**src/verilog/cpu_cfg.svh**
```systemverilog
`ifndef CPU_CFG_SVH
`define CPU_CFG_SVH

// datapath and address width
`define XLEN 64
`define INSTR_W 32

// architectural register file
`define REG_COUNT 32
`define REG_ADDR_W 5

// values loaded on reset
`define RESET_PC 64'h0000_0000_0000_0000
`define SP_INIT 64'h0000_0000_0000_1000

// shift amount bits, enough for 64-bit shifts
`define SHAMT_W 6

`endif

```
**src/verilog/registerFile.sv**
```systemverilog
`default_nettype none
`include "cpu_cfg.svh"

module registerFile (
	input  logic                   clk,
	input  logic                   rst,
	input  logic [`REG_ADDR_W-1:0] rs1,
	input  logic [`REG_ADDR_W-1:0] rs2,
	input  logic [`REG_ADDR_W-1:0] rd,
	input  logic                   regWrite,
	input  logic [`XLEN-1:0]       writeData,
	output logic [`XLEN-1:0]       rs1Data,
	output logic [`XLEN-1:0]       rs2Data
);

	logic [`XLEN-1:0] regs [`REG_COUNT];

	assign rs1Data = regs[rs1];
	assign rs2Data = regs[rs2];

	always_ff @(posedge clk or posedge rst) begin
		if (rst) begin
			for (int i = 0; i < `REG_COUNT; i++) begin
				regs[i] <= (i == 2) ? `SP_INIT : '0; // x2 is sp
			end
		end else if (regWrite && rd != '0) begin // x0 stays zero
			regs[rd] <= writeData;
		end
	end

endmodule

`default_nettype wire

```
**config.mk**
```make
export PLATFORM = sky130hd
export DESIGN_NAME = registerFile
export DESIGN_NICKNAME = d
export VERILOG_FILES = /design/src/verilog/registerFile.sv
export VERILOG_INCLUDE_DIRS = /design/src /design/src/verilog
export SDC_FILE = /design/constraint.sdc
export NUM_CORES = 2
export LEC_CHECK = 0
export BUFFER_PORTS_ARGS = -buffer_cell sky130_fd_sc_hd__buf_2
export CAP_MARGIN = 10
export CORE_ASPECT_RATIO = 2
export CORE_MARGIN = 5
export CORE_UTILIZATION = 30
export DETAILED_ROUTE_END_ITERATION = 16
export PLACE_DENSITY_LB_ADDON = 0.12
export SLEW_MARGIN = 5
export SYNTH_ARGS = -nofsm -noshare
export SYNTH_HDL_FRONTEND = slang
export SYNTH_SLANG_ARGS = --single-unit
```
**constraint.sdc**
```tcl
create_clock -name clk -period 70.1 [get_ports clk]
set_clock_uncertainty 0.1 [all_clocks]
set_input_delay 7.01 -clock clk [delete_from_list [all_inputs] [get_ports clk]]
set_output_delay 7.01 -clock clk [all_outputs]
set_load 0.02 [all_outputs]
```
==> run_results.csv <==
group,metric,value,unit
run_status,status,"finished, final reports clean",
yosys,ys.flop_type,"dfrtp_1",
routing,wl_met3,20900,µm
floorplan,core_area,360000,µm²
routing,wl,493000,µm
placement,place_congestion,0.810,
worst_setup_path,r2r-start,"regs[422]",
worst_setup_path,required,62990,ps
finish,fill_cells,35204,
timing,post-route-period-util,26.8,%
yosys,netlist_area,108000,µm²
cts,clkTransAtPathRegs,60,ps
worst_setup_path,crit_type,"input pin to primary output",
worst_setup_path,end_kind,"primary output",
finish,drive_gt1_share,44.8,%
routing,wl_per_cell,39.8,µm
cts,cts_tree,"yes",
timing,period_needed,18810,ps
routing,drcViolationCount,0,
yosys,synthArstFlopShare,100,%
yosys,yosysUniqueCellTypes,47,
flow_run,drv_cap,0,
placement,io_buffers,209,
cts,clockBufferDepth,4,
floorplan,rows,312,
power_and_ir_drop,irDropWorstVdd,0.0188,mV
yosys,ys_seq_area_share,47.3,%
worst_setup_path,r2r-end,"regs[422]",
placement,place_ws,51100,ps
routing,wl_met2,255000,µm
global_route,grt_pass1_vias,77848,
finish,largest_reg_flops,2048,
cts,cts-resized-gates,0,
placement,hpwl,302000,µm
cts,clk_latency,900,ps
worst_hold_path,hold_end,"regs[2003]",
cts,cts_buffers,206,
worst_hold_path,hold_start,"regs[2003]",
finish,nets,7580,
placement,postPlaceCellArea,114000,µm²
yosys,synth-seq-cells,2048,
routing,vias,73040,
finish,stdcell_area,121000,µm²
finish,final_common_cell,"dfrtp_1",
finish,regMostFlops,"regs",
finish,reg_top3,"regs (2048)",
worst_setup_path,arrival,11700,ps
yosys,avgSynthCellArea,14.0,µm²
cts,cts_max_level,4,
timing,rsz0062_at_grt,"no",
routing,wl_met1,188000,µm
timing,tns,0,ps
timing,timing.final.ws_setup,51290,ps
worst_setup_path,crit_fanout,117,
global_route,grt_pass1_wl,678000,µm
yosys,synthCells,7712,
worst_setup_path,reg2reg_slack,69140,ps
floorplan,die_h,860,µm
routing,drtAntennaViolNets,0,
timing,finalSetupViolations,0,
timing,fmax,0.0532,GHz
floorplan,io_pins,210,
timing,timing_hold_violations_final,0,
global_route,grt_use_total,25.7,%
global_route,grt-ovfl-total,0,
routing,drt-initial-drc-count,5617,
global_route,antenna_found_initial,52,
cts,cts_setup_buffers,0,
routing,drtPass1Iterations,5,
finish,mostFrequentLayoutCells,"dfrtp_1 (2,047), mux2_2 (1,922), mux2i_1 (894)",
power_and_ir_drop,cellPowerDensity,29.3,nW/µm²
worst_hold_path,hold_class,"flip-flop to flip-flop",
yosys,ys.warnings.count,0,
timing,slew_violations,0,
routing,via_per_inst,5.89,
yosys,synth_top_area_share,47.3,%
yosys,synth_area_leader_cell,"dfrtp_1",
floorplan,design.die.area,374000,µm²
power_and_ir_drop,leakagePower,0.0532,µW
floorplan,initial_utilization,30.1,%
timing,slew_headroom,20.0,%
floorplan,die_x,435,µm
worst_setup_path,ff2ff_path_depth,1,
worst_hold_path,min_path_cells,0,
yosys,synth_area_leaders,"dfrtp_1 (47%), mux2_2 (20%), mux4_2 (12%)",
worst_setup_path,cp-start-kind,"input pin",
cts,cts-root-buf,"clkbuf_16",
yosys,synth_fp_nets,7794,
cts,ctsHoldBuffers,0,
timing,holdWs,296,ps
routing,highest-signal-layer,"met5",
finish,synthToLayoutAreaGrowth,11.8,%
cts,cts_sinks,2048,
timing,worst_slew_pin_slew,1200,ps
global_route,grt_start_max_net_pins,155,
yosys,synth_edf_count,0,
[Yosys cell counts (all sizes together) (13+ instances only)]
library cell and count:
dfrtp 2047, mux2 1987, mux2i 894, a22oi 583
mux4 582, buf 455, clkbuf 410, nand3 219
nand4 107, nand2 103, a21oi 86, nor2 47
nor2b 32, a31oi 24, a22o 22, and2 15
o22ai 13
[cells by family (layout without fill, tap and decap cells)]
logic type | count (synthesis) | after routing | synth area share (%)
AO/OA/AOI/OAI | 746 | 746 | 4.98
AND/OR/NAND/NOR | 587 | 587 | 2.85
multiplexers | 3463 | 3463 | 41.2
other | 0 | 33 | 0
flip-flops | 2048 | 2048 | 47.3
buffers and inverters | 868 | 819 | 3.60
[layer usage]
layer	vias to the layer above	global-route usage, %
met5	-	0
met4	22	13.0
met3	905	3.25
met2	2350	46.3
met1	40686	30.0
li1	29077	-
[cell type report]
| type | instances | area, µm² | share of cell area (%) |
|---|---|---|---|
| multi-input combinational | 4796 | 53600 | 44.3 |
| sequential | 2048 | 51300 | 42.3 |
| clock buffer | 291 | 5990 | 4.95 |
| tap | 4710 | 5890 | 4.87 |
| timing repair buffer | 443 | 2970 | 2.45 |
| clock inverter | 82 | 1180 | 0.972 |
| antenna | 33 | 82.6 | 0.0682 |
| inverter | 3 | 18.8 | 0.0155 |
[critical path, cell delays in order]
cell and delay [ps]:
buf_8 390, buf_12 650, buf_4 970, buf_12 590
mux4_2 410, o22ai_1 90, a221o_1 270, a21oi_1 800
buf_2 330
[worst max-delay path by stage]
stage	to	slack [ps]	startpoint
5_1_grt	rs1Data[44]	51180	rs1[0]
3_5_place_dp	rs1Data[3]	51100	rs1[2]
3_3_place_gp	rs1Data[3]	51120	rs1[2]
6_report	rs1Data[3]	51290	rs1[2]
4_1_cts	rs1Data[3]	51110	rs1[2]
2_1_floorplan	regs[0]	5140	rst
[power breakdown]
group	switching [µW]	internal (µW)	total, µW	leakage (µW)
clock network	528	701	1230	0.00353
logic	345	379	723	0.0234
registers	182	1410	1590	0.0263
[metrics by stage]
step / std cells / utilization [%] / power, µW
after floorplan: 7712 / - / 2080
after global placement: 12000 / 31.6 / 2310
after detailed placement: 12000 / 31.6 / 2340
after CTS: 12373 / 33.6 / 3570
after global routing: 12392 / 33.6 / 3680
final: 12406 / 33.6 / 3540
(Power assumes the default switching activity.)
