===== config.mk =====
export PLATFORM = sky130hd
export DESIGN_NAME = alu
export DESIGN_NICKNAME = d
export VERILOG_FILES = /design/src/verilog/cpuPkg.sv /design/src/verilog/alu.sv
export VERILOG_INCLUDE_DIRS = /design/src /design/src/verilog
export SDC_FILE = /design/constraint.sdc
export NUM_CORES = 1
export LEC_CHECK = 0
export ABC_CLOCK_PERIOD_IN_PS = 6900
export BUFFER_PORTS_ARGS = -buffer_cell sky130_fd_sc_hd__buf_2
export CAP_MARGIN = 15
export CORE_MARGIN = 2
export CORE_UTILIZATION = 45
export DETAILED_ROUTE_END_ITERATION = 8
export PLACE_DENSITY = 0.66
export SLEW_MARGIN = 20
export SYNTH_ARGS = -nofsm -noshare
export SYNTH_HDL_FRONTEND = slang
export SYNTH_SLANG_ARGS = --single-unit
export TNS_END_PERCENT = 100

===== constraint.sdc =====
create_clock -name vclk -period 6.9
set_input_delay 1.38 -clock vclk [all_inputs]
set_output_delay 1.38 -clock vclk [all_outputs]
set_load 0.03 [all_outputs]

===== src/verilog/cpu_cfg.svh =====
`ifndef CPU_CFG_SVH
`define CPU_CFG_SVH

// datapath and address width
`define XLEN 64
`define INSTR_W 32

// architectural register file
`define REG_COUNT 32
`define REG_ADDR_W 5

// values loaded on reset
`define RESET_PC 64'h0000_0000_0000_0000
`define SP_INIT 64'h0000_0000_0000_1000

// shift amount bits, enough for 64-bit shifts
`define SHAMT_W 6

`endif


===== src/verilog/cpuPkg.sv =====
`default_nettype none

package cpuPkg;

	// major opcodes, jal and jalr use the core's own encodings
	typedef enum logic [6:0] {
		opReg    = 7'b0110011,
		opImm    = 7'b0010011,
		opLoad   = 7'b0000011,
		opStore  = 7'b0100011,
		opBranch = 7'b1100011,
		opJal    = 7'b1111111,
		opJalr   = 7'b1110111,
		opLui    = 7'b0110111,
		opAuipc  = 7'b0010111
	} opcodeT;

	typedef enum logic [3:0] {
		aluAdd,
		aluSub,
		aluSll,
		aluSlt,
		aluSltu,
		aluSeq,
		aluSne,
		aluXor,
		aluSrl,
		aluSra,
		aluOr,
		aluAnd
	} aluOpT;

	// values line up with funct3 of loads and stores
	typedef enum logic [2:0] {
		memByte   = 3'b000,
		memHalf   = 3'b001,
		memWord   = 3'b010,
		memDouble = 3'b011,
		memByteU  = 3'b100,
		memHalfU  = 3'b101,
		memNone   = 3'b111 // no access
	} memSizeT;

endpackage

`default_nettype wire


===== src/verilog/alu.sv =====
`default_nettype none
`include "cpu_cfg.svh"

module alu (
	input  logic [`XLEN-1:0]   a,
	input  logic [`XLEN-1:0]   b,
	input  cpuPkg::aluOpT      op,
	output logic [`XLEN-1:0]   result
);

	logic [`SHAMT_W-1:0] shamt;

	assign shamt = b[`SHAMT_W-1:0];

	always_comb begin
		case (op)
			cpuPkg::aluAdd:  result = a + b;
			cpuPkg::aluSub:  result = a - b;
			cpuPkg::aluSll:  result = a << shamt;
			cpuPkg::aluSlt:  result = ($signed(a) < $signed(b)) ? `XLEN'd1 : `XLEN'd0;
			cpuPkg::aluSltu: result = (a < b) ? `XLEN'd1 : `XLEN'd0;
			cpuPkg::aluSeq:  result = (a == b) ? `XLEN'd1 : `XLEN'd0;
			cpuPkg::aluSne:  result = (a != b) ? `XLEN'd1 : `XLEN'd0;
			cpuPkg::aluXor:  result = a ^ b;
			cpuPkg::aluSrl:  result = a >> shamt;
			cpuPkg::aluSra:  result = $unsigned($signed(a) >>> shamt); // keeps sign
			cpuPkg::aluOr:   result = a | b;
			cpuPkg::aluAnd:  result = a & b;
			default:         result = '0;
		endcase
	end

endmodule

`default_nettype wire


==> impl_metrics.env <==
export IMPL_area_sequential_um2=0
export IMPL_max_cap_viol_count=0
export IMPL_total_power_uw=2150
export IMPL_cp_start_kind="input pin"
export IMPL_first_pass_iters=6
export IMPL_grt_start_max_net_pins=147
export IMPL_power_combinational_fraction_pct=100.0
export IMPL_end_kind="output pin"
export IMPL_avgRoutedWirePerCell_um=33.5
export IMPL_mappedNetlistNets=3085
export IMPL_gp_congestion=1.12
export IMPL_total_track_usage_pct=49.7
export IMPL_final_hold_viol_count=0
export IMPL_p_sw_share_pct=67.1
export IMPL_layout_area_overhead_vs_synth_pct=11.0
export IMPL_reported_leakage_power_uw=0.00917
export IMPL_power_switching_uw=1440
export IMPL_stdcell_count=3426
export IMPL_die_height_um=209
export IMPL_ys_seq_area_share_pct=0
export IMPL_syn_area_um2=18900
export IMPL_vdd_ir_drop_worst_uv=69.1
export IMPL_relSlewSlack_pct=21.0
export IMPL_critical_path_max_stage_delay_ps=420
export IMPL_crit_slowest_cell="sky130_fd_sc_hd__o211ai_1"
export IMPL_place_worst_setup_slack_ps=162
export IMPL_post_drt_via_cell_ratio=7.47
export IMPL_yosys_warnings=0
export IMPL_power_share_clock_pct=0
export IMPL_fp_coreArea_um2=41700
export IMPL_vias=25600
export IMPL_dieArea_um2=43600
export IMPL_post_route_worst_setup_slack_ps=121
export IMPL_drt_iter0_markers=5198
export IMPL_power_sequential_fraction_pct=0
export IMPL_crit_type="input pin to output pin"
export IMPL_port_buffers=196
export IMPL_hold_path_class="input pin to output pin"
export IMPL_hp_start="op[3]"
export IMPL_grt_pass1_vias=23400
export IMPL_start_util_pct=45.3
export IMPL_num_rows=75
export IMPL_route_detailed_drc=0
export IMPL_cp_data_arrival_time_ps=5400
export IMPL_power_report_internal_total_uw=708
export IMPL_crit_top_cell="sky130_fd_sc_hd__buf_4"
export IMPL_transition_time_at_the_pin_with_the_least_slew_margin_ps=1180
export IMPL_run_status="finished, final reports clean"
export IMPL_ports=196
export IMPL_initial_antenna_violation_count=12
export IMPL_synth_cell_type_count=84
export IMPL_fp_dieW_um=209
export IMPL_final_common_cell="sky130_fd_sc_hd__nor2_1"
export IMPL_report_final_slew_viol_count=0
export IMPL_power_per_cell_area_nw_per_um2=103
export IMPL_crit_path_max_fanout=5
export IMPL_maxClockFrequency_mhz=148
export IMPL_critPathRequiredTime_ps=5520
export IMPL_placedCellCount=3422
export IMPL_final_clkbuf_count=0
export IMPL_post_route_cells_drive_above_1_share_pct=18.8
export IMPL_finalNetCount=3217
export IMPL_hpwlAfterDp_um=91000
export IMPL_syn_inst=2755
export IMPL_crit_start="a[0]"
export IMPL_synth_area_per_cell_um2=6.85
export IMPL_route_antenna_remaining_nets=0
export IMPL_period_minus_slack_ps=6780
export IMPL_mostFrequentLayoutCells="sky130_fd_sc_hd__nor2_1, sky130_fd_sc_hd__a21oi_1, sky130_fd_sc_hd__inv_1"
export IMPL_final_setup_tns_ps=0
export IMPL_globalRouteOverflowTotal=0
export IMPL_sequential_cell_total=0
export IMPL_critical_path_cell_chain="buf_2 -> inv_1 -> ha_1 -> inv_1 -> fa_1 -> nor2b_1 -> o21ai_0 -> buf_4 -> a31oi_1 -> buf_4 -> o211ai_1 -> a21oi_1 -> nor3_1 -> o31ai_2 -> buf_4 -> a211oi_1 -> a22oi_1 -> o221ai_1 -> buf_2"
export IMPL_period_share_pct=98.2
export IMPL_wire_length_of_the_first_global_routing_pass_um=162000
export IMPL_setup_viol=0
export IMPL_post_detailed_routing_wire_length_um=115000
export IMPL_setup_repair_after_global_routing_missed_its_margin="false"
critical path, delay by kind of cell:
kind,cells,cell delay [ps]
adders and majority gates,2,580
AOI/OAI and AO/OA,8,1890
and+or+nand+nor,2,490
buffers and inverters,7,1070
timing repair:
| item | CTS | global route |
|---|---|---|
| buffers inserted | 0 | 1 |
| hold endpoints to repair | 0 | 0 |
| hold buffers | 0 | 0 |
| setup endpoints to repair | 0 | 13 |
| gates resized for setup | 0 | 9 |
power by group through the flow:
stage                     sequential [uW]  combinational (uW)  clock [uW]
final                                   0                2150   0.0000388
after global routing                    0                2220   0.0000388
after CTS                               0                2020           0
after detailed placement                0                2010           0
after global placement                  0                2010           0
after floorplan                         0                1250           0
path summary, 6_finish.rpt:
kind,endpoint,cells after the start
worst max-delay path,result[0],19
worst min-delay path,result[0],3
logic make-up after synthesis:
group           Yosys count  share of synthesized area [%]
buf+inv                 433                           9.10
simple gates            872                           20.8
mux                     267                           21.5
fa+ha+maj               198                           13.2
xor+xnor                 51                           2.37
compound gates          934                           33.1
layer usage:
metal,up-vias,track usage (%),wire length [um]
met5,-,0,101
met4,14,20.5,6780
met3,457,18.3,19200
met2,2373,69.7,44200
met1,12200,68.3,44400
li1,10500,-,-
synth_stat cells, types with 17 or more instances:
cell / n / area share (%)
sky130_fd_sc_hd__a211o_1: 21 / 0.98
sky130_fd_sc_hd__a211oi_1: 45 / 1.8
sky130_fd_sc_hd__a21o_1: 17 / 0.68
sky130_fd_sc_hd__a21oi_1: 246 / 6.5
sky130_fd_sc_hd__a221oi_1: 53 / 2.5
sky130_fd_sc_hd__a22oi_1: 17 / 0.68
sky130_fd_sc_hd__a31oi_1: 20 / 0.66
sky130_fd_sc_hd__buf_1: 42 / 0.84
sky130_fd_sc_hd__buf_2: 45 / 1.2
sky130_fd_sc_hd__clkbuf_1: 128 / 2.5
sky130_fd_sc_hd__ha_1: 196 / 13
sky130_fd_sc_hd__inv_1: 205 / 4.1
sky130_fd_sc_hd__mux2_2: 22 / 1.3
sky130_fd_sc_hd__mux2i_1: 137 / 7.3
sky130_fd_sc_hd__mux4_2: 108 / 13
sky130_fd_sc_hd__nand2_1: 201 / 4.0
sky130_fd_sc_hd__nand2b_1: 19 / 0.63
sky130_fd_sc_hd__nand3_1: 34 / 0.90
sky130_fd_sc_hd__nand4_1: 25 / 0.83
sky130_fd_sc_hd__nor2_1: 388 / 7.7
sky130_fd_sc_hd__nor2b_1: 26 / 0.86
sky130_fd_sc_hd__nor3_1: 67 / 1.8
sky130_fd_sc_hd__nor4_1: 18 / 0.60
sky130_fd_sc_hd__o211ai_1: 55 / 2.2
sky130_fd_sc_hd__o21a_1: 17 / 0.68
sky130_fd_sc_hd__o21ai_0: 201 / 5.3
sky130_fd_sc_hd__o21bai_1: 39 / 1.6
sky130_fd_sc_hd__o221ai_1: 32 / 1.5
sky130_fd_sc_hd__o31ai_1: 29 / 1.2
sky130_fd_sc_hd__or2_2: 19 / 0.63
sky130_fd_sc_hd__or3_1: 27 / 0.90
sky130_fd_sc_hd__xnor2_1: 49 / 2.3
layout make-up:
type / count / area (um2)
Inverter: 209 / 788
Antenna cell: 2 / 5.00
Timing Repair Buffer: 354 / 2270
Fill cell: 4322 / 20700
Multi-Input combinational cell: 2322 / 17200
Tap cell: 539 / 674
per-stage QoR:
step	util, %	area [um2]	hold slack (ps)
4_1_cts	50.0	20800	3310
5_1_grt	50.2	20900	3350
3_3_place_gp	50.0	20800	3330
2_1_floorplan	-	18900	3080
6_report	50.2	20900	3330
3_5_place_dp	50.0	20800	3310
(Power assumes the default switching activity.)
