<file path="src/verilog/cpu_cfg.svh">
`ifndef CPU_CFG_SVH
`define CPU_CFG_SVH

// datapath and address width
`define XLEN 64
`define INSTR_W 32

// architectural register file
`define REG_COUNT 32
`define REG_ADDR_W 5

// values loaded on reset
`define RESET_PC 64'h0000_0000_0000_0000
`define SP_INIT 64'h0000_0000_0000_1000

// shift amount bits, enough for 64-bit shifts
`define SHAMT_W 6

`endif

</file>
<file path="src/verilog/cpuPkg.sv">
`default_nettype none

package cpuPkg;

	// major opcodes, jal and jalr use the core's own encodings
	typedef enum logic [6:0] {
		opReg    = 7'b0110011,
		opImm    = 7'b0010011,
		opLoad   = 7'b0000011,
		opStore  = 7'b0100011,
		opBranch = 7'b1100011,
		opJal    = 7'b1111111,
		opJalr   = 7'b1110111,
		opLui    = 7'b0110111,
		opAuipc  = 7'b0010111
	} opcodeT;

	typedef enum logic [3:0] {
		aluAdd,
		aluSub,
		aluSll,
		aluSlt,
		aluSltu,
		aluSeq,
		aluSne,
		aluXor,
		aluSrl,
		aluSra,
		aluOr,
		aluAnd
	} aluOpT;

	// values line up with funct3 of loads and stores
	typedef enum logic [2:0] {
		memByte   = 3'b000,
		memHalf   = 3'b001,
		memWord   = 3'b010,
		memDouble = 3'b011,
		memByteU  = 3'b100,
		memHalfU  = 3'b101,
		memNone   = 3'b111 // no access
	} memSizeT;

endpackage

`default_nettype wire

</file>
<file path="src/verilog/memFormat.sv">
`default_nettype none
`include "cpu_cfg.svh"

module memFormat (
	input  cpuPkg::memSizeT    memSize,
	input  logic [`XLEN-1:0]   storeSrc,
	output logic [`XLEN-1:0]   dataOut,
	input  logic [`XLEN-1:0]   dataIn,
	output logic [`XLEN-1:0]   loadData
);

	// store lane goes out on every lane of the bus
	always_comb begin
		case (memSize)
			cpuPkg::memByte:   dataOut = {(`XLEN/8){storeSrc[7:0]}};
			cpuPkg::memHalf:   dataOut = {(`XLEN/16){storeSrc[15:0]}};
			cpuPkg::memWord:   dataOut = {(`XLEN/32){storeSrc[31:0]}};
			cpuPkg::memDouble: dataOut = storeSrc;
			default:           dataOut = '0;
		endcase
	end

	// low lane of the returned doubleword, then extend
	always_comb begin
		case (memSize)
			cpuPkg::memByte:   loadData = {{(`XLEN-8){dataIn[7]}}, dataIn[7:0]};
			cpuPkg::memHalf:   loadData = {{(`XLEN-16){dataIn[15]}}, dataIn[15:0]};
			cpuPkg::memWord:   loadData = {{(`XLEN-32){dataIn[31]}}, dataIn[31:0]};
			cpuPkg::memDouble: loadData = dataIn;
			cpuPkg::memByteU:  loadData = {{(`XLEN-8){1'b0}}, dataIn[7:0]};
			cpuPkg::memHalfU:  loadData = {{(`XLEN-16){1'b0}}, dataIn[15:0]};
			default:           loadData = '0;
		endcase
	end

endmodule

`default_nettype wire

</file>
<file path="config.mk">
export PLATFORM = sky130hd
export DESIGN_NAME = memFormat
export DESIGN_NICKNAME = d
export VERILOG_FILES = /design/src/verilog/cpuPkg.sv /design/src/verilog/memFormat.sv
export VERILOG_INCLUDE_DIRS = /design/src /design/src/verilog
export SDC_FILE = /design/constraint.sdc
export NUM_CORES = 1
export LEC_CHECK = 0
export ABC_AREA = 1
export ABC_CLOCK_PERIOD_IN_PS = 1100
export BUFFER_PORTS_ARGS = -buffer_cell sky130_fd_sc_hd__buf_2
export CAP_MARGIN = 20
export CORE_MARGIN = 10
export CORE_UTILIZATION = 30
export DETAILED_ROUTE_END_ITERATION = 12
export GPL_ROUTABILITY_DRIVEN = 0
export PLACE_DENSITY = 0.83
export SKIP_LAST_GASP = 1
export SYNTH_ARGS = -nofsm -noshare
export SYNTH_HDL_FRONTEND = slang
export SYNTH_SLANG_ARGS = --single-unit
</file>
<file path="constraint.sdc">
create_clock -name vclk -period 1.1
set_input_delay 0.165 -clock vclk [all_inputs]
set_output_delay 0.165 -clock vclk [all_outputs]
set_load 0.02 [all_outputs]
</file>
==> run summary <==
STATUS
-------------------------------------------------------------------------------------
Result of the run                                                        finished, violations left
Violated checks                                                          setup timing

RUN
-------------------------------------------------------------------------------------
Max capacitance violation total                                                     0

SYNTH
-------------------------------------------------------------------------------------
Top-area cell type share of the netlist area                                    30.0%
Nets in the synthesized netlist                                                   616
Cell type contributing the most total cell area after synthesis          sky130_fd_sc_hd__nand2_1
Part of the Yosys area used for sequential elements                                0%
Ys Warns                                                                            0
Gate count after technology mapping                                               485
Count of unique library cells instantiated by Yosys                                18
Largest cells by area after synthesis                                    sky130_fd_sc_hd__nand2_1, sky130_fd_sc_hd__nor2_1, sky130_fd_sc_hd__inv_1
Post-Synthesis Cell Area                                                   2070 sq um
Average size of a mapped cell                                              4.26 sq um

CRITICAL PATH
-------------------------------------------------------------------------------------
Cell at the slowest stage of the critical path                           sky130_fd_sc_hd__nor2_2
Cell family contributing the most delay on the critical path             buffers and inverters
Critical Path AT                                                              1.25 ns
Number of buffer and inverter stages on the critical path                           5
Startpoint types                                                           input port
Worst-path maximum fanout                                                           8
Worst path required time                                                      0.94 ns
Slowest cell delay on critical path                                           0.26 ns
Crit path top cell by count                                              sky130_fd_sc_hd__buf_6
Critical Path Sink Type                                                  primary output
Cell breakdown of the critical path                                      buf_12 -> clkinv_8 -> nand3_4 -> nor2_4 -> buf_6 -> buf_16 -> nor2_2 -> nand2_2 -> buf_6
Worst setup path startpoint                                                memSize[2]
Setup Crit Path Kind                                                     input port to primary output

TIMING
-------------------------------------------------------------------------------------
Final Hold Violating Endpoints                                                      0
Final period util                                                                129%
Final-report setup violation count                                                124
Aggregate negative setup slack                                              -19.88 ns
Slew @ Worst Pin                                                             0.351 ns
Unrepaired setup endpoints after global routing                                   yes
Max Slew Vio Count                                                                  0
Final critical path time including I/O delays and setup                       1.42 ns
PnR worst setup slack                                                       -0.318 ns
Relative slew slack                                                             76.5%
Achievable Freq                                                             0.705 GHz
Tightest hold margin                                                         0.637 ns

FLOORPLANNING
-------------------------------------------------------------------------------------
Horizontal die dimension                                                       103 um
Die extent in y                                                                103 um
Initial cell density of the core                                                30.6%
Total die area                                                            10600 sq um
Core area                                                                  6760 sq um
Count of pins on the block boundary                                               259
Placement Rows                                                                     30

GRT
-------------------------------------------------------------------------------------
Number of global-route vias before repair                                        4460
Most heavily used metal layer in global routing                                  met2
GR Util met3                                                                    9.85%
Met1 track utilization from global routing                                      25.7%
Largest net degree at the start of global routing                                  25
Antenna violations before repair                                                    1
Total gr overflow                                                                   0
Routing usage on met2                                                           52.8%
Total track usage                                                               27.5%
First-pass GRT wire length                                                   23400 um

DETAILED ROUTING
-------------------------------------------------------------------------------------
Final wirelength                                                             19600 um
Count of TritonRoute iterations in the first routing pass                           5
Vias/cell                                                                        5.43
Via count                                                                        4684
Count of nets left with antenna violations after detail routing                     0
Initial drt markers                                                               310
Routed wire length per instance                                               22.8 um
DRC violation count after routing                                                   0

FINISH
-------------------------------------------------------------------------------------
Most frequent cells in the layout                                        sky130_fd_sc_hd__buf_2, sky130_fd_sc_hd__buf_6, sky130_fd_sc_hd__inv_1, sky130_fd_sc_hd__nand2_2, sky130_fd_sc_hd__buf_4
Layout Cell Area excl Fill                                                 5950 sq um
Most frequent standard cell in the layout excluding fill and tap cells   sky130_fd_sc_hd__buf_2
Number of clock buffer instances in the layout                                      0
Layout overhead on the synthesized area                                          188%
Final Net Count                                                                   914
Flip-flop and latch count                                                           0
Fraction of final layout cells with drive strength greater than 1               69.9%
Register area                                                                 0 sq um

HOLD PATH
-------------------------------------------------------------------------------------
Launch instance of the worst min-delay path                                dataIn[13]
Hold-critical path depth                                                            4
Worst hold path type                                                     input port to primary output
Worst Hold End                                                           loadData[13]

CLOCK NETWORK
-------------------------------------------------------------------------------------
Hold-fix buffers at CTS                                                             0

POWER
-------------------------------------------------------------------------------------
Static power due to leakage                                                   3.53 nW
Worst vdd rail ir drop                                                       0.382 mV
Total power density per cell area                                         516 nW/um^2

PLACEMENT
-------------------------------------------------------------------------------------
Detailed placer's ending HPWL                                                10200 um
Number of buffers added on ports                                                  259
Dpl cell area                                                              3990 sq um

==> report_power, final <==
part	internal, mW	switching (mW)	leakage (nW)	total (mW)
logic	1.37	1.70	3.53	3.07
clock network	0.000000122	0	0.00000634	0.000000122
registers	0	0	0	0
total	1.37	1.70	3.53	3.07
==> cell usage after synthesis <==
cell type                  number
sky130_fd_sc_hd__nand2_1      165
sky130_fd_sc_hd__nor2_1       128
sky130_fd_sc_hd__inv_1         97
sky130_fd_sc_hd__nand3_1       20
sky130_fd_sc_hd__nand4_1       17
sky130_fd_sc_hd__o21ai_0       17
sky130_fd_sc_hd__buf_6         12
sky130_fd_sc_hd__buf_2         11
sky130_fd_sc_hd__inv_2          4
sky130_fd_sc_hd__clkbuf_1       3
sky130_fd_sc_hd__buf_1          2
sky130_fd_sc_hd__nand3_2        2
sky130_fd_sc_hd__nor2_2         2
sky130_fd_sc_hd__a21oi_1        1
sky130_fd_sc_hd__clkinv_1       1
sky130_fd_sc_hd__nand3_4        1
sky130_fd_sc_hd__nor2_8         1
sky130_fd_sc_hd__o21ai_2        1
==> stage by stage <==
stage,power [mW],util [%],std cells,setup slack [ns]
global placement,1.96,59.0,832,-0.324
global route,3.19,88.0,862,-0.346
detailed placement,1.99,59.0,832,-0.361
CTS,2.55,76.4,853,-0.201
floorplan,1.19,-,485,-0.104
finish,3.07,88.0,862,-0.318
==> cell families (layout without fill, tap and decap cells) <==
family                 after synthesis  count (layout)  synth area share [%]
buffers and inverters              130             426                  28.6
AND/OR/NAND/NOR                    336             336                  66.6
other                                0               1                     0
AO/OA/AOI/OAI                       19              19                  4.78
==> area by class of cell <==
type / instances / area, sq um
antenna: 1 / 2.50
fill: 322 / 810
inverter: 102 / 430
multi-input combinational: 355 / 2490
tap: 80 / 100
timing repair buffer: 324 / 2920
==> timing repair <==
item                                    4_1_cts  5_1_grt
resized for setup                           264      220
endpoints found under the setup margin      121      122
pin swaps                                    31       32
setup buffers                                12        5
gates cloned                                  9        6
==> tightest hold or removal path: stages <==
cell and delay, ns:
sky130_fd_sc_hd__buf_2 0.09, sky130_fd_sc_hd__nand2_2 0.05, sky130_fd_sc_hd__nand2_2 0.06, sky130_fd_sc_hd__buf_6 0.11
==> worst max path at each step <==
| stage | slack, ns | end | cells after the start |
|---|---|---|---|
| 2_1_floorplan | -0.10 | dataOut[38] | 4 |
| 5_1_grt | -0.35 | loadData[40] | 9 |
| 3_3_place_gp | -0.32 | dataOut[55] | 8 |
| 4_1_cts | -0.20 | loadData[57] | 7 |
| 3_5_place_dp | -0.36 | loadData[42] | 8 |
| 6_report | -0.32 | loadData[40] | 9 |
==> per-layer routing <==
metal	wire (um)	up-vias
li1	-	2021
met4	1220	2
met1	6040	2144
met3	2570	110
met5	28	-
met2	9790	407
Note: power is estimated with default switching activity, not from simulation.
