--- src/verilog/cpu_cfg.svh ---
`ifndef CPU_CFG_SVH
`define CPU_CFG_SVH

// datapath and address width
`define XLEN 64
`define INSTR_W 32

// architectural register file
`define REG_COUNT 32
`define REG_ADDR_W 5

// values loaded on reset
`define RESET_PC 64'h0000_0000_0000_0000
`define SP_INIT 64'h0000_0000_0000_1000

// shift amount bits, enough for 64-bit shifts
`define SHAMT_W 6

`endif

--- src/verilog/cpuPkg.sv ---
`default_nettype none

package cpuPkg;

	// major opcodes, jal and jalr use the core's own encodings
	typedef enum logic [6:0] {
		opReg    = 7'b0110011,
		opImm    = 7'b0010011,
		opLoad   = 7'b0000011,
		opStore  = 7'b0100011,
		opBranch = 7'b1100011,
		opJal    = 7'b1111111,
		opJalr   = 7'b1110111,
		opLui    = 7'b0110111,
		opAuipc  = 7'b0010111
	} opcodeT;

	typedef enum logic [3:0] {
		aluAdd,
		aluSub,
		aluSll,
		aluSlt,
		aluSltu,
		aluSeq,
		aluSne,
		aluXor,
		aluSrl,
		aluSra,
		aluOr,
		aluAnd
	} aluOpT;

	// values line up with funct3 of loads and stores
	typedef enum logic [2:0] {
		memByte   = 3'b000,
		memHalf   = 3'b001,
		memWord   = 3'b010,
		memDouble = 3'b011,
		memByteU  = 3'b100,
		memHalfU  = 3'b101,
		memNone   = 3'b111 // no access
	} memSizeT;

endpackage

`default_nettype wire

--- src/verilog/decoder.sv ---
`default_nettype none
`include "cpu_cfg.svh"

module decoder (
	input  logic [`INSTR_W-1:0]    instr,
	input  logic [`XLEN-1:0]       pc,
	output logic [`REG_ADDR_W-1:0] rs1,
	output logic [`REG_ADDR_W-1:0] rs2,
	input  logic [`XLEN-1:0]       rs1Data,
	input  logic [`XLEN-1:0]       rs2Data,
	output logic [`REG_ADDR_W-1:0] rd,
	output logic                   regWrite,
	output logic [`XLEN-1:0]       aluA,
	output logic [`XLEN-1:0]       aluB,
	output cpuPkg::aluOpT          aluOp,
	output logic                   memRead,
	output logic                   memWrite,
	output cpuPkg::memSizeT        memSize,
	output logic                   takeJump,
	output logic [`XLEN-1:0]       jumpTarget
);

	cpuPkg::opcodeT opcode;
	logic [2:0] funct3;
	logic [6:0] funct7;
	logic [5:0] funct6; // shift-immediate funct, shamt takes bit 25
	logic [`XLEN-1:0] immI, immS, immB, immU, immJ;
	logic regOk, immOk;
	cpuPkg::aluOpT regOp, immOp;

	assign opcode = cpuPkg::opcodeT'(instr[6:0]);
	assign funct3 = instr[14:12];
	assign funct7 = instr[31:25];
	assign funct6 = instr[31:26];
	assign rs1    = instr[19:15];
	assign rs2    = instr[24:20];

	assign immI = {{(`XLEN-12){instr[31]}}, instr[31:20]};
	assign immS = {{(`XLEN-12){instr[31]}}, instr[31:25], instr[11:7]};
	assign immB = {{(`XLEN-13){instr[31]}}, instr[31], instr[7], instr[30:25], instr[11:8], 1'b0};
	assign immU = {{(`XLEN-32){instr[31]}}, instr[31:12], 12'b0};
	assign immJ = {{(`XLEN-21){instr[31]}}, instr[31], instr[19:12], instr[20], instr[30:21], 1'b0};

	// register-register funct decode
	always_comb begin
		regOk = 1'b1;
		case ({funct7, funct3})
			{7'b0000000, 3'b000}: regOp = cpuPkg::aluAdd;
			{7'b0110000, 3'b000}: regOp = cpuPkg::aluSub; // core's own sub encoding
			{7'b0000000, 3'b001}: regOp = cpuPkg::aluSll;
			{7'b0000000, 3'b010}: regOp = cpuPkg::aluSlt;
			{7'b0000001, 3'b010}: regOp = cpuPkg::aluSeq;
			{7'b0000010, 3'b010}: regOp = cpuPkg::aluSne;
			{7'b0000000, 3'b011}: regOp = cpuPkg::aluSltu;
			{7'b0000000, 3'b100}: regOp = cpuPkg::aluXor;
			{7'b0000000, 3'b101}: regOp = cpuPkg::aluSrl;
			{7'b0100000, 3'b101}: regOp = cpuPkg::aluSra;
			{7'b0000000, 3'b110}: regOp = cpuPkg::aluOr;
			{7'b0000000, 3'b111}: regOp = cpuPkg::aluAnd;
			default: begin
				regOk = 1'b0;
				regOp = cpuPkg::aluAdd;
			end
		endcase
	end

	// immediate funct decode
	always_comb begin
		immOk = 1'b1;
		immOp = cpuPkg::aluAdd;
		case (funct3)
			3'b000: immOp = cpuPkg::aluAdd;
			3'b010: immOp = cpuPkg::aluSlt;
			3'b011: immOp = cpuPkg::aluSltu;
			3'b100: immOp = cpuPkg::aluXor;
			3'b110: immOp = cpuPkg::aluOr;
			3'b111: immOp = cpuPkg::aluAnd;
			3'b001: begin
				immOp = cpuPkg::aluSll;
				immOk = (funct6 == 6'b000000);
			end
			default: begin // 3'b101
				immOp = (funct6 == 6'b010000) ? cpuPkg::aluSra : cpuPkg::aluSrl;
				immOk = (funct6 == 6'b000000) || (funct6 == 6'b010000);
			end
		endcase
	end

	always_comb begin
		rd         = '0;
		regWrite   = 1'b0;
		aluA       = '0;
		aluB       = '0;
		aluOp      = cpuPkg::aluAdd;
		memRead    = 1'b0;
		memWrite   = 1'b0;
		memSize    = cpuPkg::memNone;
		takeJump   = 1'b0;
		jumpTarget = '0;
		case (opcode)
			cpuPkg::opReg: if (regOk) begin
				rd       = instr[11:7];
				regWrite = 1'b1;
				aluA     = rs1Data;
				aluB     = rs2Data;
				aluOp    = regOp;
			end
			cpuPkg::opImm: if (immOk) begin
				rd       = instr[11:7];
				regWrite = 1'b1;
				aluA     = rs1Data;
				aluB     = immI; // shifts only see the low bits
				aluOp    = immOp;
			end
			cpuPkg::opLoad: if (funct3 != 3'b110 && funct3 != 3'b111) begin
				rd       = instr[11:7];
				regWrite = 1'b1;
				memRead  = 1'b1;
				memSize  = cpuPkg::memSizeT'(funct3);
				aluA     = rs1Data;
				aluB     = immI;
			end
			cpuPkg::opStore: if (funct3[2] == 1'b0) begin
				memWrite = 1'b1;
				memSize  = cpuPkg::memSizeT'(funct3);
				aluA     = rs1Data;
				aluB     = immS;
			end
			cpuPkg::opBranch: begin
				jumpTarget = pc + immB;
				case (funct3)
					3'b000:  takeJump = rs1Data == rs2Data;
					3'b001:  takeJump = rs1Data != rs2Data;
					3'b100:  takeJump = $signed(rs1Data) < $signed(rs2Data);
					3'b101:  takeJump = $signed(rs1Data) >= $signed(rs2Data);
					3'b110:  takeJump = rs1Data < rs2Data;
					3'b111:  takeJump = rs1Data >= rs2Data;
					default: takeJump = 1'b0;
				endcase
			end
			cpuPkg::opJal: begin
				rd         = instr[11:7];
				regWrite   = 1'b1;
				aluA       = pc; // link is pc+4
				aluB       = `XLEN'd4;
				takeJump   = 1'b1;
				jumpTarget = pc + immJ;
			end
			cpuPkg::opJalr: if (funct3 == 3'b000) begin
				rd         = instr[11:7];
				regWrite   = 1'b1;
				aluA       = pc;
				aluB       = `XLEN'd4;
				takeJump   = 1'b1;
				jumpTarget = (rs1Data + immI) & ~`XLEN'd1;
			end
			cpuPkg::opLui: begin
				rd       = instr[11:7];
				regWrite = 1'b1;
				aluB     = immU;
			end
			cpuPkg::opAuipc: begin
				rd       = instr[11:7];
				regWrite = 1'b1;
				aluA     = pc;
				aluB     = immU;
			end
			default: ; // unknown opcode is a no-op
		endcase
	end

endmodule

`default_nettype wire

--- config.mk ---
export PLATFORM = sky130hd
export DESIGN_NAME = decoder
export DESIGN_NICKNAME = d
export VERILOG_FILES = /design/src/verilog/cpuPkg.sv /design/src/verilog/decoder.sv
export VERILOG_INCLUDE_DIRS = /design/src /design/src/verilog
export SDC_FILE = /design/constraint.sdc
export NUM_CORES = 1
export LEC_CHECK = 0
export BUFFER_PORTS_ARGS = -buffer_cell sky130_fd_sc_hd__buf_2
export CAP_MARGIN = 5
export CORE_UTILIZATION = 30
export DETAILED_ROUTE_END_ITERATION = 6
export PLACE_DENSITY = 0.66
export SYNTH_ARGS = -nofsm -noshare
export SYNTH_HDL_FRONTEND = slang
export SYNTH_SLANG_ARGS = --single-unit
--- constraint.sdc ---
create_clock -name vclk -period 5.23
set_clock_uncertainty 0.1 [all_clocks]
set_input_delay 0.523 -clock vclk [all_inputs]
set_output_delay 0.523 -clock vclk [all_outputs]
set_load 0.005 [all_outputs]
==> impl_results.md <==
- Sequential area share after synthesis: 0%
- Nets: 2534
- Mapped Area: 11500 um^2
- Worst slew pin tran: 0.817 ns
- CP most frequent cell: buf_6
- CP endpoint kind: output pin
- Area growth from synthesis to layout: 31.1%
- CP peak stage delay: 0.50 ns
- Final core utilization: 40.0%
- Routability cong.: 0.972
- Unrepaired setup endpoints after global routing: yes
- Final Hold Vio Count: 0
- Footprint of the multi-input gates: 10900 um^2
- Largest net degree at the start of global routing: 65
- Share of cells above drive strength 1: 28.3%
- Die extent in y: 198 um
- Max Cap Violations: 0
- Max-slew violations: 0
- VDD IR max: 0.0363 mV
- Dpl hpwl: 48.3 mm
- Antenna Nets Post-Route: 0
- Filler cell count: 4036
- First-pass GRT wire length: 82.5 mm
- Post-synth top area share: 20.5%
- Die width: 198 um
- PortBufs: 442
- Synth Instances: 1679
- Final WL: 57.0 mm
- Synth warnings: 0
- FF+latch count: 0
- Dpl cell area: 14600 um^2
- Design Area, Final: 15100 um^2
- Ports: 442
- Ordered list of cells on the worst path: buf_6 -> nand4_1 -> nor2_4 -> buf_6 -> buf_8 -> nor2b_4 -> a21o_1 -> ha_4 -> buf_6 -> nand4_1 -> or4_1 -> a21oi_1 -> o31a_1 -> o2111ai_4 -> a2111oi_4 -> o221ai_2 -> a21bo_4 -> a221oi_2 -> o21ai_2 -> buf_2
- Ranking of synthesized cells by area: ha_1, a21o_1, a21oi_1
- Crit path max fanout: 8
- Cell Pwr Density: 101 nW/um^2
- GR Overflow Total: 0
- Finished Layout Cells: 2634
- Drt pass-1 iters: 5
- Fmax: 193 MHz
- Startpoint Class: primary input
- Die ar.: 39100 um^2
- Post-synth cell types: 77
- Rel. slew slack: 45.0%
- Crit path from: instr[6]
- Vias in the first global route: 14100
- GRT Util Overall: 27.5%
- Synth Net Count: 2093
- Mean post-synth cell area: 6.84 um^2
- Worst hold path type: primary input to output pin
- Sequential cell area: 0 um^2
- Status: finished clean
- Min Tclk post-route: 5.18 ns
- Synth area leader: ha_1
- Initial antenna violation count: 6
- Setup TNS: 0 ns
- Initial Util: 30.5%
- Final Cycle Share: 99.0%
- Hold WS: 1.22 ns
- Lkg Pwr: 8.18 nW
- Routed len/inst: 21.7 um
- Clock buffers: 0
- Top Family by Delay on Critical Path: compound AO/OA/AOI/OAI gates
- Vias/cell: 5.77
- Core footprint: 37700 um^2
- First DRT Iteration DRCs: 1090
- Post-Place Cells: 2617
- Endpoints failing setup: 0
- Sum of buffers and inverters on the critical path: 5
- Worst EP arrival: 4.56 ns
- Most common cell in the netlist: ha_1
- Number of remaining DRC errors: 0
- Critical path class: primary input to output pin
- Vias: 15200
- Row cnt: 71
- Top cells by count, synth: ha_1, a21oi_1, a21o_1
- WP data required: 4.61 ns
- Slowest CP cell: or4_1
- Hold Startpoint: instr[16]
## per-stage QoR
stage                     setup slack [ns]  power [W]
after floorplan                      0.228   0.000927
after detailed placement            -0.386    0.00145
after CTS                          0.00104    0.00147
after global routing               -0.0988    0.00167
final                               0.0520    0.00153
after global placement              -0.359    0.00145
## layer usage
layer / part of all wire, % / global-route usage [%] / routed length, um / up-vias
li1: - / - / - / 7271
met4: 6.1 / 15.7 / 3480 / 2
met2: 45 / 46.1 / 26000 / 729
met3: 7.9 / 3.88 / 4510 / 149
met1: 40 / 33.4 / 23100 / 7042
met5: 0.023 / 0 / 13 / -
## cells in the final DEF, fill, tap and decap left out, types with 6 or more instances in the layout
cell type	instances
nand4_1	38
o21a_1	18
nand3b_1	6
a21oi_1	158
a31oi_1	24
o22ai_1	54
or3_1	11
and3_1	16
nand3_1	30
o21ai_0	97
nor3_1	29
o31ai_1	10
a21o_1	141
a221o_1	27
xor2_1	58
o21bai_1	24
a22o_1	70
xnor2_1	63
buf_6	6
a211o_1	7
buf_2	437
buf_4	98
o211ai_1	8
a221oi_1	6
ha_1	185
a41oi_1	6
nand2_1	112
nor2b_1	26
nand2b_1	23
nor2_1	91
inv_1	101
and2_1	18
## what timing repair did
| item | in CTS | in global routing |
|---|---|---|
| buffers inserted | 0 | 13 |
| hold endpoints to repair | 0 | 0 |
| pin swaps | 6 | 26 |
| hold buffers | 0 | 0 |
| endpoints found under the setup margin | 20 | 16 |
| resized for setup | 13 | 38 |
## layout make-up
cell class,count,share of cell area [%]
antenna,5,0.0831
inverter,102,2.54
tap,511,4.25
multi-input combinational,1470,72.6
timing repair buffer,546,20.5
## report_power, final
| part | switching (W) | internal, W |
|---|---|---|
| logic | 0.000883 | 0.000643 |
| clock network | 0 | 0.000000000129 |
| registers | 0 | 0 |
| total | 0.000883 | 0.000643 |
## cells by family (layout without fill, tap and decap cells)
logic type                 after synthesis  after routing  synth area share [%]
adders and majority gates              190            190                  20.8
xor gates and xnor gates               121            121                  9.23
buffers and inverters                  209            648                  7.38
muxes                                    8              8                 0.752
other                                    0              5                     0
and+or+nand+nor                        432            432                  18.9
AOI/OAI and AO/OA                      719            719                  42.9
## path summary, 6_finish.rpt
| kind | endpoint | cells past startpoint |
|---|---|---|
| worst max-delay path | jumpTarget[61] | 20 |
| worst min-delay path | rs1[1] | 2 |
Note: power is estimated with default switching activity, not from simulation.
